### src/verilog/progress_config.svh
`ifndef PROGRESS_CONFIG_SVH
`define PROGRESS_CONFIG_SVH

// Bus address width and byte-lane count
`define PROG_ADR_W 32
`define PROG_SEL_W 4

// Address bits that pick the target of a bus cycle
`define PROG_SRAM_BIT 31 // High means SRAM
`define PROG_IO_BIT   30 // High with SRAM bit low means I/O

// Top nibble of the control register region, 0x2xxxxxxx
`define PROG_CTRLREG_REGION 4'h2

// Lane codes from microcode bits sa27..sa24
`define PROG_LANE_HALF 4'h1 // Halfword access
`define PROG_LANE_BYTE 4'h2 // Byte access

`endif
### src/verilog/progress_pkg.sv
`include "progress_config.svh"

package progress_pkg;

   // Full bus address, as seen on the B bus
   typedef logic [`PROG_ADR_W-1:0] adr_t;

   // One bit per byte lane, bit 0 is the lowest address
   typedef logic [`PROG_SEL_W-1:0] sel_t;

   // Width code from the microcode word, {sa27,sa26,sa25,sa24}
   typedef logic [3:0] lane_code_t;

   // Acknowledge qualifier states
   // ACK_R355 is entered when a slave holds ACK_I high without a strobe
   typedef enum logic {
      ACK_NORMAL = 1'b0, // ACK_I is trusted only together with STB_O
      ACK_R355   = 1'b1  // ACK_I is stuck high, STB_O stands in for it
   } ack_state_e;

endpackage

### src/verilog/bus_cycle_if.sv
`timescale 1ns/100ps

// Status of the current bus cycle, shared by the controller blocks
interface bus_cycle_if;

   logic stb_o;    // I/O strobe
   logic sram_stb; // SRAM strobe
   logic we_o;     // Write enable for I/O or SRAM
   logic qack;     // Qualified acknowledge of the I/O cycle

   // Strobe and write-enable owner
   modport cycle (output stb_o, output sram_stb, output we_o, input qack);

   // Acknowledge qualifier, needs only the I/O strobe
   modport ack (input stb_o, output qack);

   // Microcode progress logic watches for a pending cycle
   modport progress (input stb_o, input sram_stb, input we_o);

endinterface

### src/verilog/progress_ctrl.sv
`timescale 1ns/100ps

// Progress and bus-cycle controller of the microcoded core
// Byte lanes, strobes, write enables, ack qualifier and ucode progress
module progress_ctrl (
   input  logic               clk,
   input  logic               RST_I,
   input  logic               corerunning,
   input  logic               ACK_I,          // I/O slave acknowledge
   input  logic               sysregack,      // System register acknowledge
   input  logic               sram_ack,       // SRAM acknowledge
   input  logic               sa14,           // Low clears write enables
   input  logic               sa15,           // Q enable
   input  logic               sa24,           // Lane code, bit 0
   input  logic               sa25,
   input  logic               sa26,
   input  logic               sa27,           // Lane code, bit 3
   input  logic               sa30,           // Word store alignment check
   input  logic               sa32,           // Read input
   input  logic               sa33,           // Shift repeat
   input  logic               sa41,           // Latch SEL_O
   input  logic               sa42,           // Start strobe
   input  logic               sa43,           // Set write enables
   input  logic               lastshift,
   input  logic               rlastshift,
   input  logic               buserror,
   input  progress_pkg::adr_t B,              // Address of the access
   output progress_pkg::sel_t SEL_O,
   output progress_pkg::sel_t bmask,
   output logic               iwe,
   output logic               ctrlreg_we,
   output logic               WE_O,
   output logic               STB_O,
   output logic               sram_stb,
   output logic               enaQ,
   output logic               progress_ucode,
   output logic               qACK
);

   progress_pkg::lane_code_t lane_code;

   bus_cycle_if u_bus ();

   assign lane_code = {sa27, sa26, sa25, sa24};

   byte_lane_sel u_lane (
      .clk       (clk),
      .RST_I     (RST_I),
      .sa41      (sa41),
      .lane_code (lane_code),
      .adr_lo    (B[1:0]),
      .sel       (SEL_O),
      .bmask     (bmask)
   );

   bus_cycle_ctrl u_cycle (
      .clk         (clk),
      .RST_I       (RST_I),
      .corerunning (corerunning),
      .sa42        (sa42),
      .sa43        (sa43),
      .sa14        (sa14),
      .sa30        (sa30),
      .buserror    (buserror),
      .sram_ack    (sram_ack),
      .adr         (B),
      .bus         (u_bus.cycle),
      .ctrlreg_we  (ctrlreg_we)
   );

   ack_qualifier u_ack (
      .clk       (clk),
      .RST_I     (RST_I),
      .ACK_I     (ACK_I),
      .sysregack (sysregack),
      .bus       (u_bus.ack)
   );

   ucode_progress u_prog (
      .corerunning    (corerunning),
      .sa15           (sa15),
      .sa32           (sa32),
      .sa33           (sa33),
      .sa41           (sa41),
      .lastshift      (lastshift),
      .rlastshift     (rlastshift),
      .buserror       (buserror),
      .bus            (u_bus.progress),
      .enaq           (enaQ),
      .progress_ucode (progress_ucode),
      .iwe            (iwe)
   );

   // Cycle status leaves the design as plain ports
   assign STB_O    = u_bus.stb_o;
   assign sram_stb = u_bus.sram_stb;
   assign WE_O     = u_bus.we_o;
   assign qACK     = u_bus.qack;

endmodule

### src/verilog/ucode_progress.sv
`timescale 1ns/100ps

// Microcode progress, Q-register enable and internal write enable
// Pure combinational, decoded from the microcode word and cycle status
module ucode_progress (
   input  logic          corerunning,
   input  logic          sa15,        // Part of the Q enable
   input  logic          sa32,        // Read input, also enables Q
   input  logic          sa33,        // Repeat shift until done
   input  logic          sa41,        // Byte select setup, no EBR write
   input  logic          lastshift,
   input  logic          rlastshift,
   input  logic          buserror,
   bus_cycle_if.progress bus,
   output logic          enaq,
   output logic          progress_ucode,
   output logic          iwe
);

   logic pending;   // A bus cycle is waiting for its acknowledge
   logic shift_end; // Shift loop finished or no loop requested
   logic no_iwe;

   assign pending = bus.stb_o | bus.sram_stb;

   // Q samples the ALU except at the end of a shift or while waiting on the bus
   assign enaq = (sa15 | sa32) & ~lastshift & ~pending;

   assign shift_end = ~sa33 | lastshift | rlastshift;

   // Bus error always moves on, so the trap sequence can run
   assign progress_ucode = (shift_end & ~pending) | buserror;

   // EBR write is blocked on lane setup, on external writes
   // and on a zero-length shift
   assign no_iwe = sa41 | bus.we_o | rlastshift;
   assign iwe    = corerunning & ~no_iwe; // No write before the core starts

endmodule

### src/verilog/ack_qualifier.sv
`timescale 1ns/100ps

// Qualified acknowledge for I/O cycles
// Tolerates a slave that holds ACK_I high all the time, Wishbone rule 3.55
// ACK_I seen without STB_O means such a slave, then STB_O is used instead
module ack_qualifier (
   input  logic     clk,
   input  logic     RST_I,
   input  logic     ACK_I,     // Acknowledge from the I/O slave
   input  logic     sysregack, // Acknowledge from the system registers
   bus_cycle_if.ack bus
);

   progress_pkg::ack_state_e state;
   progress_pkg::ack_state_e next_state;

   // Stay in R355 while ACK_I stays high, back to normal once it drops
   always_comb begin
      if (ACK_I && (!bus.stb_o || state == progress_pkg::ACK_R355)) begin
         next_state = progress_pkg::ACK_R355;
      end else begin
         next_state = progress_pkg::ACK_NORMAL;
      end
   end

   always_ff @(posedge clk) begin
      if (RST_I) begin
         state <= progress_pkg::ACK_NORMAL;
      end else begin
         state <= next_state;
      end
   end

   // System registers always answer in one cycle, whatever the state
   always_comb begin
      if (state == progress_pkg::ACK_R355) begin
         bus.qack = sysregack | bus.stb_o; // Zero wait states assumed
      end else begin
         bus.qack = sysregack | (ACK_I & bus.stb_o);
      end
   end

endmodule

### src/verilog/bus_cycle_ctrl.sv
`timescale 1ns/100ps
`include "progress_config.svh"

// Strobes and write enables for I/O and SRAM cycles
// A strobe is started by sa42 and held until its acknowledge
module bus_cycle_ctrl (
   input  logic               clk,
   input  logic               RST_I,
   input  logic               corerunning, // No bus activity before the core runs
   input  logic               sa42,        // Possibly start a strobe
   input  logic               sa43,        // Possibly set the write enables
   input  logic               sa14,        // Low clears the write enables
   input  logic               sa30,        // Word store, must be word aligned
   input  logic               buserror,
   input  logic               sram_ack,
   input  progress_pkg::adr_t adr,
   bus_cycle_if.cycle         bus,
   output logic               ctrlreg_we
);

   logic misaligned;
   logic io_hit;          // Address in the I/O region
   logic sram_hit;        // Address in the SRAM region
   logic ctrlreg_hit;     // Address in the control register region
   logic next_stb;
   logic next_sram_stb;
   logic stb_q;
   logic sram_stb_q;
   logic we_q;

   // A misaligned word store gets neither strobe nor write enable
   assign misaligned = ~corerunning | (sa30 & (adr[1] | adr[0]));

   assign io_hit      = ~adr[`PROG_SRAM_BIT] & adr[`PROG_IO_BIT];
   assign sram_hit    = adr[`PROG_SRAM_BIT];
   assign ctrlreg_hit = (adr[`PROG_ADR_W-1 -: 4] == `PROG_CTRLREG_REGION);

   // Start on sa42, hold until acknowledged
   assign next_stb      = (sa42 & io_hit & ~misaligned) | (stb_q & ~bus.qack);
   assign next_sram_stb = (sa42 & sram_hit & ~misaligned) | (sram_stb_q & ~sram_ack);

   always_ff @(posedge clk) begin
      if (RST_I | buserror) begin
         stb_q      <= 1'b0; // Bus error aborts the cycle
         sram_stb_q <= 1'b0;
      end else begin
         stb_q      <= next_stb;
         sram_stb_q <= next_sram_stb;
      end
   end

   // Write enables live for the whole store sequence in microcode
   always_ff @(posedge clk) begin
      if (RST_I | ~sa14 | buserror) begin
         we_q       <= 1'b0;
         ctrlreg_we <= 1'b0;
      end else if (sa43) begin
         we_q       <= (adr[`PROG_SRAM_BIT] | adr[`PROG_IO_BIT]) & ~misaligned;
         ctrlreg_we <= ctrlreg_hit & ~misaligned;
      end
   end

   assign bus.stb_o    = stb_q;
   assign bus.sram_stb = sram_stb_q;
   assign bus.we_o     = we_q;

   // Only one target can be addressed at a time
   a_one_strobe: assert property (@(posedge clk) disable iff (RST_I)
      !(bus.stb_o && bus.sram_stb))
      else $error("STB_O and sram_stb high together");

endmodule

### src/verilog/byte_lane_sel.sv
`timescale 1ns/100ps
`include "progress_config.svh"

// Byte select decoder for I/O, SRAM and the internal memory
// sel is active high toward the bus, bmask active low toward the EBR
module byte_lane_sel (
   input  logic                    clk,
   input  logic                    RST_I,
   input  logic                    sa41,      // Latch new byte selects
   input  progress_pkg::lane_code_t lane_code, // Access width from microcode
   input  logic [1:0]              adr_lo,    // Low address bits
   output progress_pkg::sel_t      sel,
   output progress_pkg::sel_t      bmask
);

   progress_pkg::sel_t dec_sel; // Combinational decode

   always_comb begin
      dec_sel = '1; // Word access and unknown codes use all lanes
      if (lane_code == `PROG_LANE_HALF) begin
         // Only halfword aligned addresses are legal here
         if (adr_lo == 2'b00) begin
            dec_sel = 4'b0011;
         end else if (adr_lo == 2'b10) begin
            dec_sel = 4'b1100;
         end
      end else if (lane_code == `PROG_LANE_BYTE) begin
         dec_sel = progress_pkg::sel_t'(1) << adr_lo; // One lane at the byte address
      end
   end

   always_ff @(posedge clk) begin
      if (RST_I) begin
         sel   <= '0; // No lanes until the first access
         bmask <= '1;
      end else if (sa41) begin
         sel   <= dec_sel;
         bmask <= ~dec_sel; // Inverse copy, kept as a separate register
      end
   end

   // Both copies must agree in every cycle out of reset
   a_bmask_inverse: assert property (@(posedge clk) disable iff (RST_I) bmask == ~sel)
      else $error("bmask is not the inverse of sel");

endmodule

### config.mk
export PLATFORM = sky130hd
export DESIGN_NAME = progress_ctrl
export DESIGN_NICKNAME = d
export VERILOG_FILES = /design/src/verilog/progress_pkg.sv /design/src/verilog/bus_cycle_if.sv /design/src/verilog/progress_ctrl.sv /design/src/verilog/ucode_progress.sv /design/src/verilog/ack_qualifier.sv /design/src/verilog/bus_cycle_ctrl.sv /design/src/verilog/byte_lane_sel.sv
export VERILOG_INCLUDE_DIRS = /design/src /design/src/verilog
export SDC_FILE = /design/constraint.sdc
export NUM_CORES = 1
export LEC_CHECK = 0
export ABC_AREA = 1
export BUFFER_PORTS_ARGS = -buffer_cell sky130_fd_sc_hd__buf_2
export CAP_MARGIN = 15
export CORE_ASPECT_RATIO = 1.25
export CORE_MARGIN = 4
export CORE_UTILIZATION = 34
export DETAILED_ROUTE_END_ITERATION = 8
export PLACE_DENSITY_LB_ADDON = 0.25
export RECOVER_POWER = 100
export SLEW_MARGIN = 20
export SYNTH_ARGS = -nofsm -noshare
export SYNTH_HDL_FRONTEND = slang
export SYNTH_SLANG_ARGS = --single-unit
### constraint.sdc
create_clock -name clk -period 0.87 [get_ports clk]
set_input_delay 0.0435 -clock clk [delete_from_list [all_inputs] [get_ports clk]]
set_output_delay 0.0435 -clock clk [all_outputs]
set_load 0.02 [all_outputs]
Word level (Yosys, flattened, before mapping)
Cells that the tools add are included.

Output and inout bits: 16. Input port bits: 53. Logic and storage cells: 65. Register bits after elaboration: 13.

Reductions and logical operators: 4. Equal/unequal tests: 4. Muxes and demuxes: 6. Shifts and indexed selects: 1. Bitwise operators: 43.

Operators with widths (count): 1-bit bitwise OR (17); 1-bit AND (15); 4-bit two-way mux (3); 1-bit NOT (10); 4-bit by 2-bit == test with 1-bit output, second input constant (2); 4-bit by 1-bit == test with 1-bit output, second input constant (1); 4-bit NOT (1); 1-bit by 2-bit left shift with 4-bit output, first input constant (1); 2-bit == test, second input constant (1); 2-bit logical NOT (1); 1-bit two-way mux (2); 2-bit two-way mux (1); 1-bit logical AND (1); 1-bit logical NOT (1); 1-bit logical OR (1).

Depth between registers and ports, before layout
Depth after elaboration: 6. Depth in mapped cells: 7. Mapped depth without buffers: 7.

Cells and area by module
Synthesis repeated with hierarchy kept, for this count alone.

Cells, all modules: 114. Area, all modules: 713.2 sq um.

By module, submodules not included: byte_lane_sel (area each 391.6 sq um, cells an instance 58, seq. area each 160.2 sq um, instances 1); bus_cycle_ctrl (area each 216.5 sq um, cells an instance 37, seq. area each 80.1 sq um, instances 1); ack_qualifier (area each 52.6 sq um, cells an instance 8, seq. area each 20.0 sq um, instances 1); ucode_progress (area each 52.6 sq um, cells an instance 11, seq. area each 0.0 sq um, instances 1).

Worst setup path before layout
No wires, ideal clock.

Path kind: reg2out. Start point: register u_cycle.stb_q, in the netlist u_cycle.bus.stb_o. End point: output port enaQ. Setup slack: -0.317 ns. Stages on the path, launching flop included: 2. Data arrival time: 1.143 ns. Required time: 0.826 ns. Path buffers: 0. Path through: dfxtp_1 -> nor4_1.

Word-level cells in the longest chain between the ends: 3.

RTL lines: start, declared (RTL line bus_cycle_ctrl.sv:27) `logic stb_q;`; start signal, assigned (RTL line bus_cycle_ctrl.sv:47) `stb_q <= next_stb;`; 1-bit bitwise OR (RTL line ucode_progress.sv:24) `assign pending = bus.stb_o | bus.sram_stb;`; 1-bit NOT (RTL line ucode_progress.sv:27) `assign enaq = (sa15 | sa32) & ~lastshift & ~pending;`; 1-bit AND (RTL line ucode_progress.sv:27); end, declared (RTL line progress_ctrl.sv:35) `output logic enaQ,`.

No other way between the ends.

Final worst setup path
Start point: register u_cycle.sram_stb_q, in the netlist u_cycle.bus.sram_stb. End point: output port enaQ.

Word-level cells in the longest chain between the ends: 3.

RTL lines: start, declared (RTL line bus_cycle_ctrl.sv:28) `logic sram_stb_q;`; start signal, assigned (RTL line bus_cycle_ctrl.sv:48) `sram_stb_q <= next_sram_stb;`; 1-bit bitwise OR (RTL line ucode_progress.sv:24); 1-bit NOT (RTL line ucode_progress.sv:27); 1-bit AND (RTL line ucode_progress.sv:27).

No other way between the ends.

==> reports/qor.yml <==
logic_synthesis:
  avgSynthCellArea_um2: 6.89
  yosys_register_bits: 13
  yosys_warnings: 0
  synth_top_area_cell: "dfxtp_1"
  ys_seq_area_share_pct: 38.5
  postSynthNetCount: 151
  synth_cell_type_count: 21
  synth_area_um2: 676
  synthesis.instances: 98
  synthTopCellsByArea: "dfxtp_1 39%, nand2_1 16%, nand3_1 8.1%, a21oi_1 5.2%, inv_1 5.0%"
  netlist.area_leader.share_pct: 38.5
route:
  vias_per_cell: 4.88
  routed_wl_mm: 1.86
  drc: 0
  num_vias: 819
  dr.pass1.iters: 4
  drtIter0Drc: 16
  wl_per_cell_um: 11.1
  drtAntennaViolNets: 0
worst_setup_path:
  r2r-start: "u_cycle.bus.stb_o$_SDFF_PP0_"
  critPathMaxFanout: 3
  crit_type: "flop to primary output"
  reg2reg_to: "u_cycle.bus.stb_o$_SDFF_PP0_"
  reg2reg_depth: 3
  cp_data_required_time_ps: 830
  critPathCaptureType: "primary output"
  r2r_setup_slack_ps: 60
  arrival_ps: 1050
  start_kind: "flop"
finish:
  final_nets: 203
  drive_gt1_share_pct: 43.0
  final_cell_mix: "28 x nand2_1, 28 x buf_2, 12 x nand3_1"
  syn2layout_area_growth_pct: 57.0
  antenna_cells: 0
global_routing:
  grt_max_degree: 11
  grt_first_pass_wirelength_mm: 2.90
  antenna_found_initial: 0
  first_global_vias: 742
  track_usage_pct: 14.1
  grt-ovfl-total: 0
hold_path:
  hold_depth: 3
  hp-class: "input pin to flop"
  worstHoldStart: "ACK_I"
  hold_end: "u_ack.state$_SDFF_PP0_"
outcome:
  failed_checks: "setup timing"
  status: "complete, but fails checks"
placement:
  dp_hpwl_mm: 1.49
  gp_congestion: 0.758
  io_buffer_count: 42
clocking:
  clkTransAtPathRegs_ps: 70
  clock-root-buffer: "clkbuf_4"
  cts_buffers: 3
  cts_tree: "built"
  cts_buffer_depth: 2
  clk_latency_ps: 260
  htree_levels: 1
  cts_sinks: 13
power_and_ir_drop:
  p_per_area_nw_per_um2: 1230
  p_total_mw: 1.31
  max-vdd-ir-drop_mv: 0.814
  p_leak_nw: 0.543
floorplanning:
  start_util_pct: 36.9
  core_region_area_um2: 1830
  die_h_um: 57.8
  ios: 69
  rows: 17
  die_w_um: 47.9
  die_area_um2: 2770
timing:
  rsz0062_at_grt: "yes"
  period_share_pct: 126
  worst_slew_pin_slew_ps: 397
  fin_hold_ws_ps: 23.8
  finalWorstSetupSlack_ps: -225
  finalHoldViolCount: 0
  slew_viol_final: 0
  relSlewSlack_pct: 73.4
  max_freq_mhz: 914
  finalCriticalPeriod_ps: 1090
  finalSetupViolCount: 7
  clock_skew_ps: 0.000833
job:
  max_cap_violations: 0
==> registers in the layout (all words and copies together) (netlist names) <==
register,cells
u_ack.state,1
u_cycle.bus.sram_stb,1
u_cycle.bus.stb_o,1
u_cycle.bus.we_o,1
u_cycle.ctrlreg_we,1
u_lane.bmask,4
u_lane.sel,4
==> through the flow <==
stage	setup WS [ps]	TNS, ps	cell area, um2	instances	utilization [%]
after floorplan	-3.16	-3.16	721	98	-
after CTS	-236	-846	1070	168	58.7
after detailed placement	-12.5	-12.5	948	159	51.8
after global routing	-267	-1170	1060	168	58.0
after global placement	27.3	0	948	159	51.8
final	-225	-883	1060	168	58.0
==> synthesized netlist by cell type (all sizes together) <==
library cell  count
nand2            29
dfxtp            13
nand3            13
inv              12
nor2             10
a21oi             9
o21ai             3
nor4              2
or2               2
and3b             1
clkbuf            1
nand4             1
nor3b             1
o31ai             1
==> power breakdown <==
group	switching (mW)	total (mW)	internal (mW)
clock	0.166	0.343	0.177
sequential	0.0194	0.640	0.620
combinational	0.184	0.327	0.143
total	0.370	1.31	0.940
==> final cells by class <==
type / instances / area, um2
multi-input cells: 72 / 392
clock buffers: 4 / 26.3
fillers: 179 / 768
flip-flops and latches: 13 / 272
repair buffers: 48 / 303
inverters: 12 / 45.0
well taps: 19 / 23.8
==> worst max-delay path by stage <==
stage | from | endpoint | slack (ps) | cells after the start
finish | u_cycle.bus.sram_stb$_SDFF_PP0_ | enaQ | -220 | 2
global route | u_cycle.bus.sram_stb$_SDFF_PP0_ | enaQ | -270 | 2
CTS | u_cycle.bus.sram_stb$_SDFF_PP0_ | enaQ | -240 | 2
detailed placement | u_ack.state$_SDFF_PP0_ | u_cycle.bus.stb_o$_SDFF_PP0_ | -10 | 3
global placement | u_cycle.bus.sram_stb$_SDFF_PP0_ | enaQ | 30 | 2
floorplan | u_cycle.bus.sram_stb$_SDFF_PP0_ | enaQ | -3 | 1
==> cells by family after synthesis <==
family	after synthesis	synth area share, %
AOI/OAI and AO/OA	13	11.1
DFF	13	38.5
buffers and inverters	13	8.70
and+or+nand+nor	59	41.7
==> critical path, cell delays in order (launching register included) <==
cell and delay, ps:
dfxtp_4 370, nor4_4 240, buf_4 180
==> layer usage <==
metal	part of all wire [%]	GRT usage, %	routed length, um
met5	0	0	0
met3	7.9	2.80	148
met2	50	25.1	939
met1	41	15.8	766
met4	0.54	4.62	10
==> what timing repair did <==
item / in CTS / in global routing
gates resized for setup: 21 / 3
hold buffers: 2 / 0
pin swaps: 2 / 2
setup buffers: 3 / 1
endpoints found under the hold margin: 5 / 0
setup endpoints to repair: 8 / 8
Note: power is estimated with default switching activity, not from simulation.
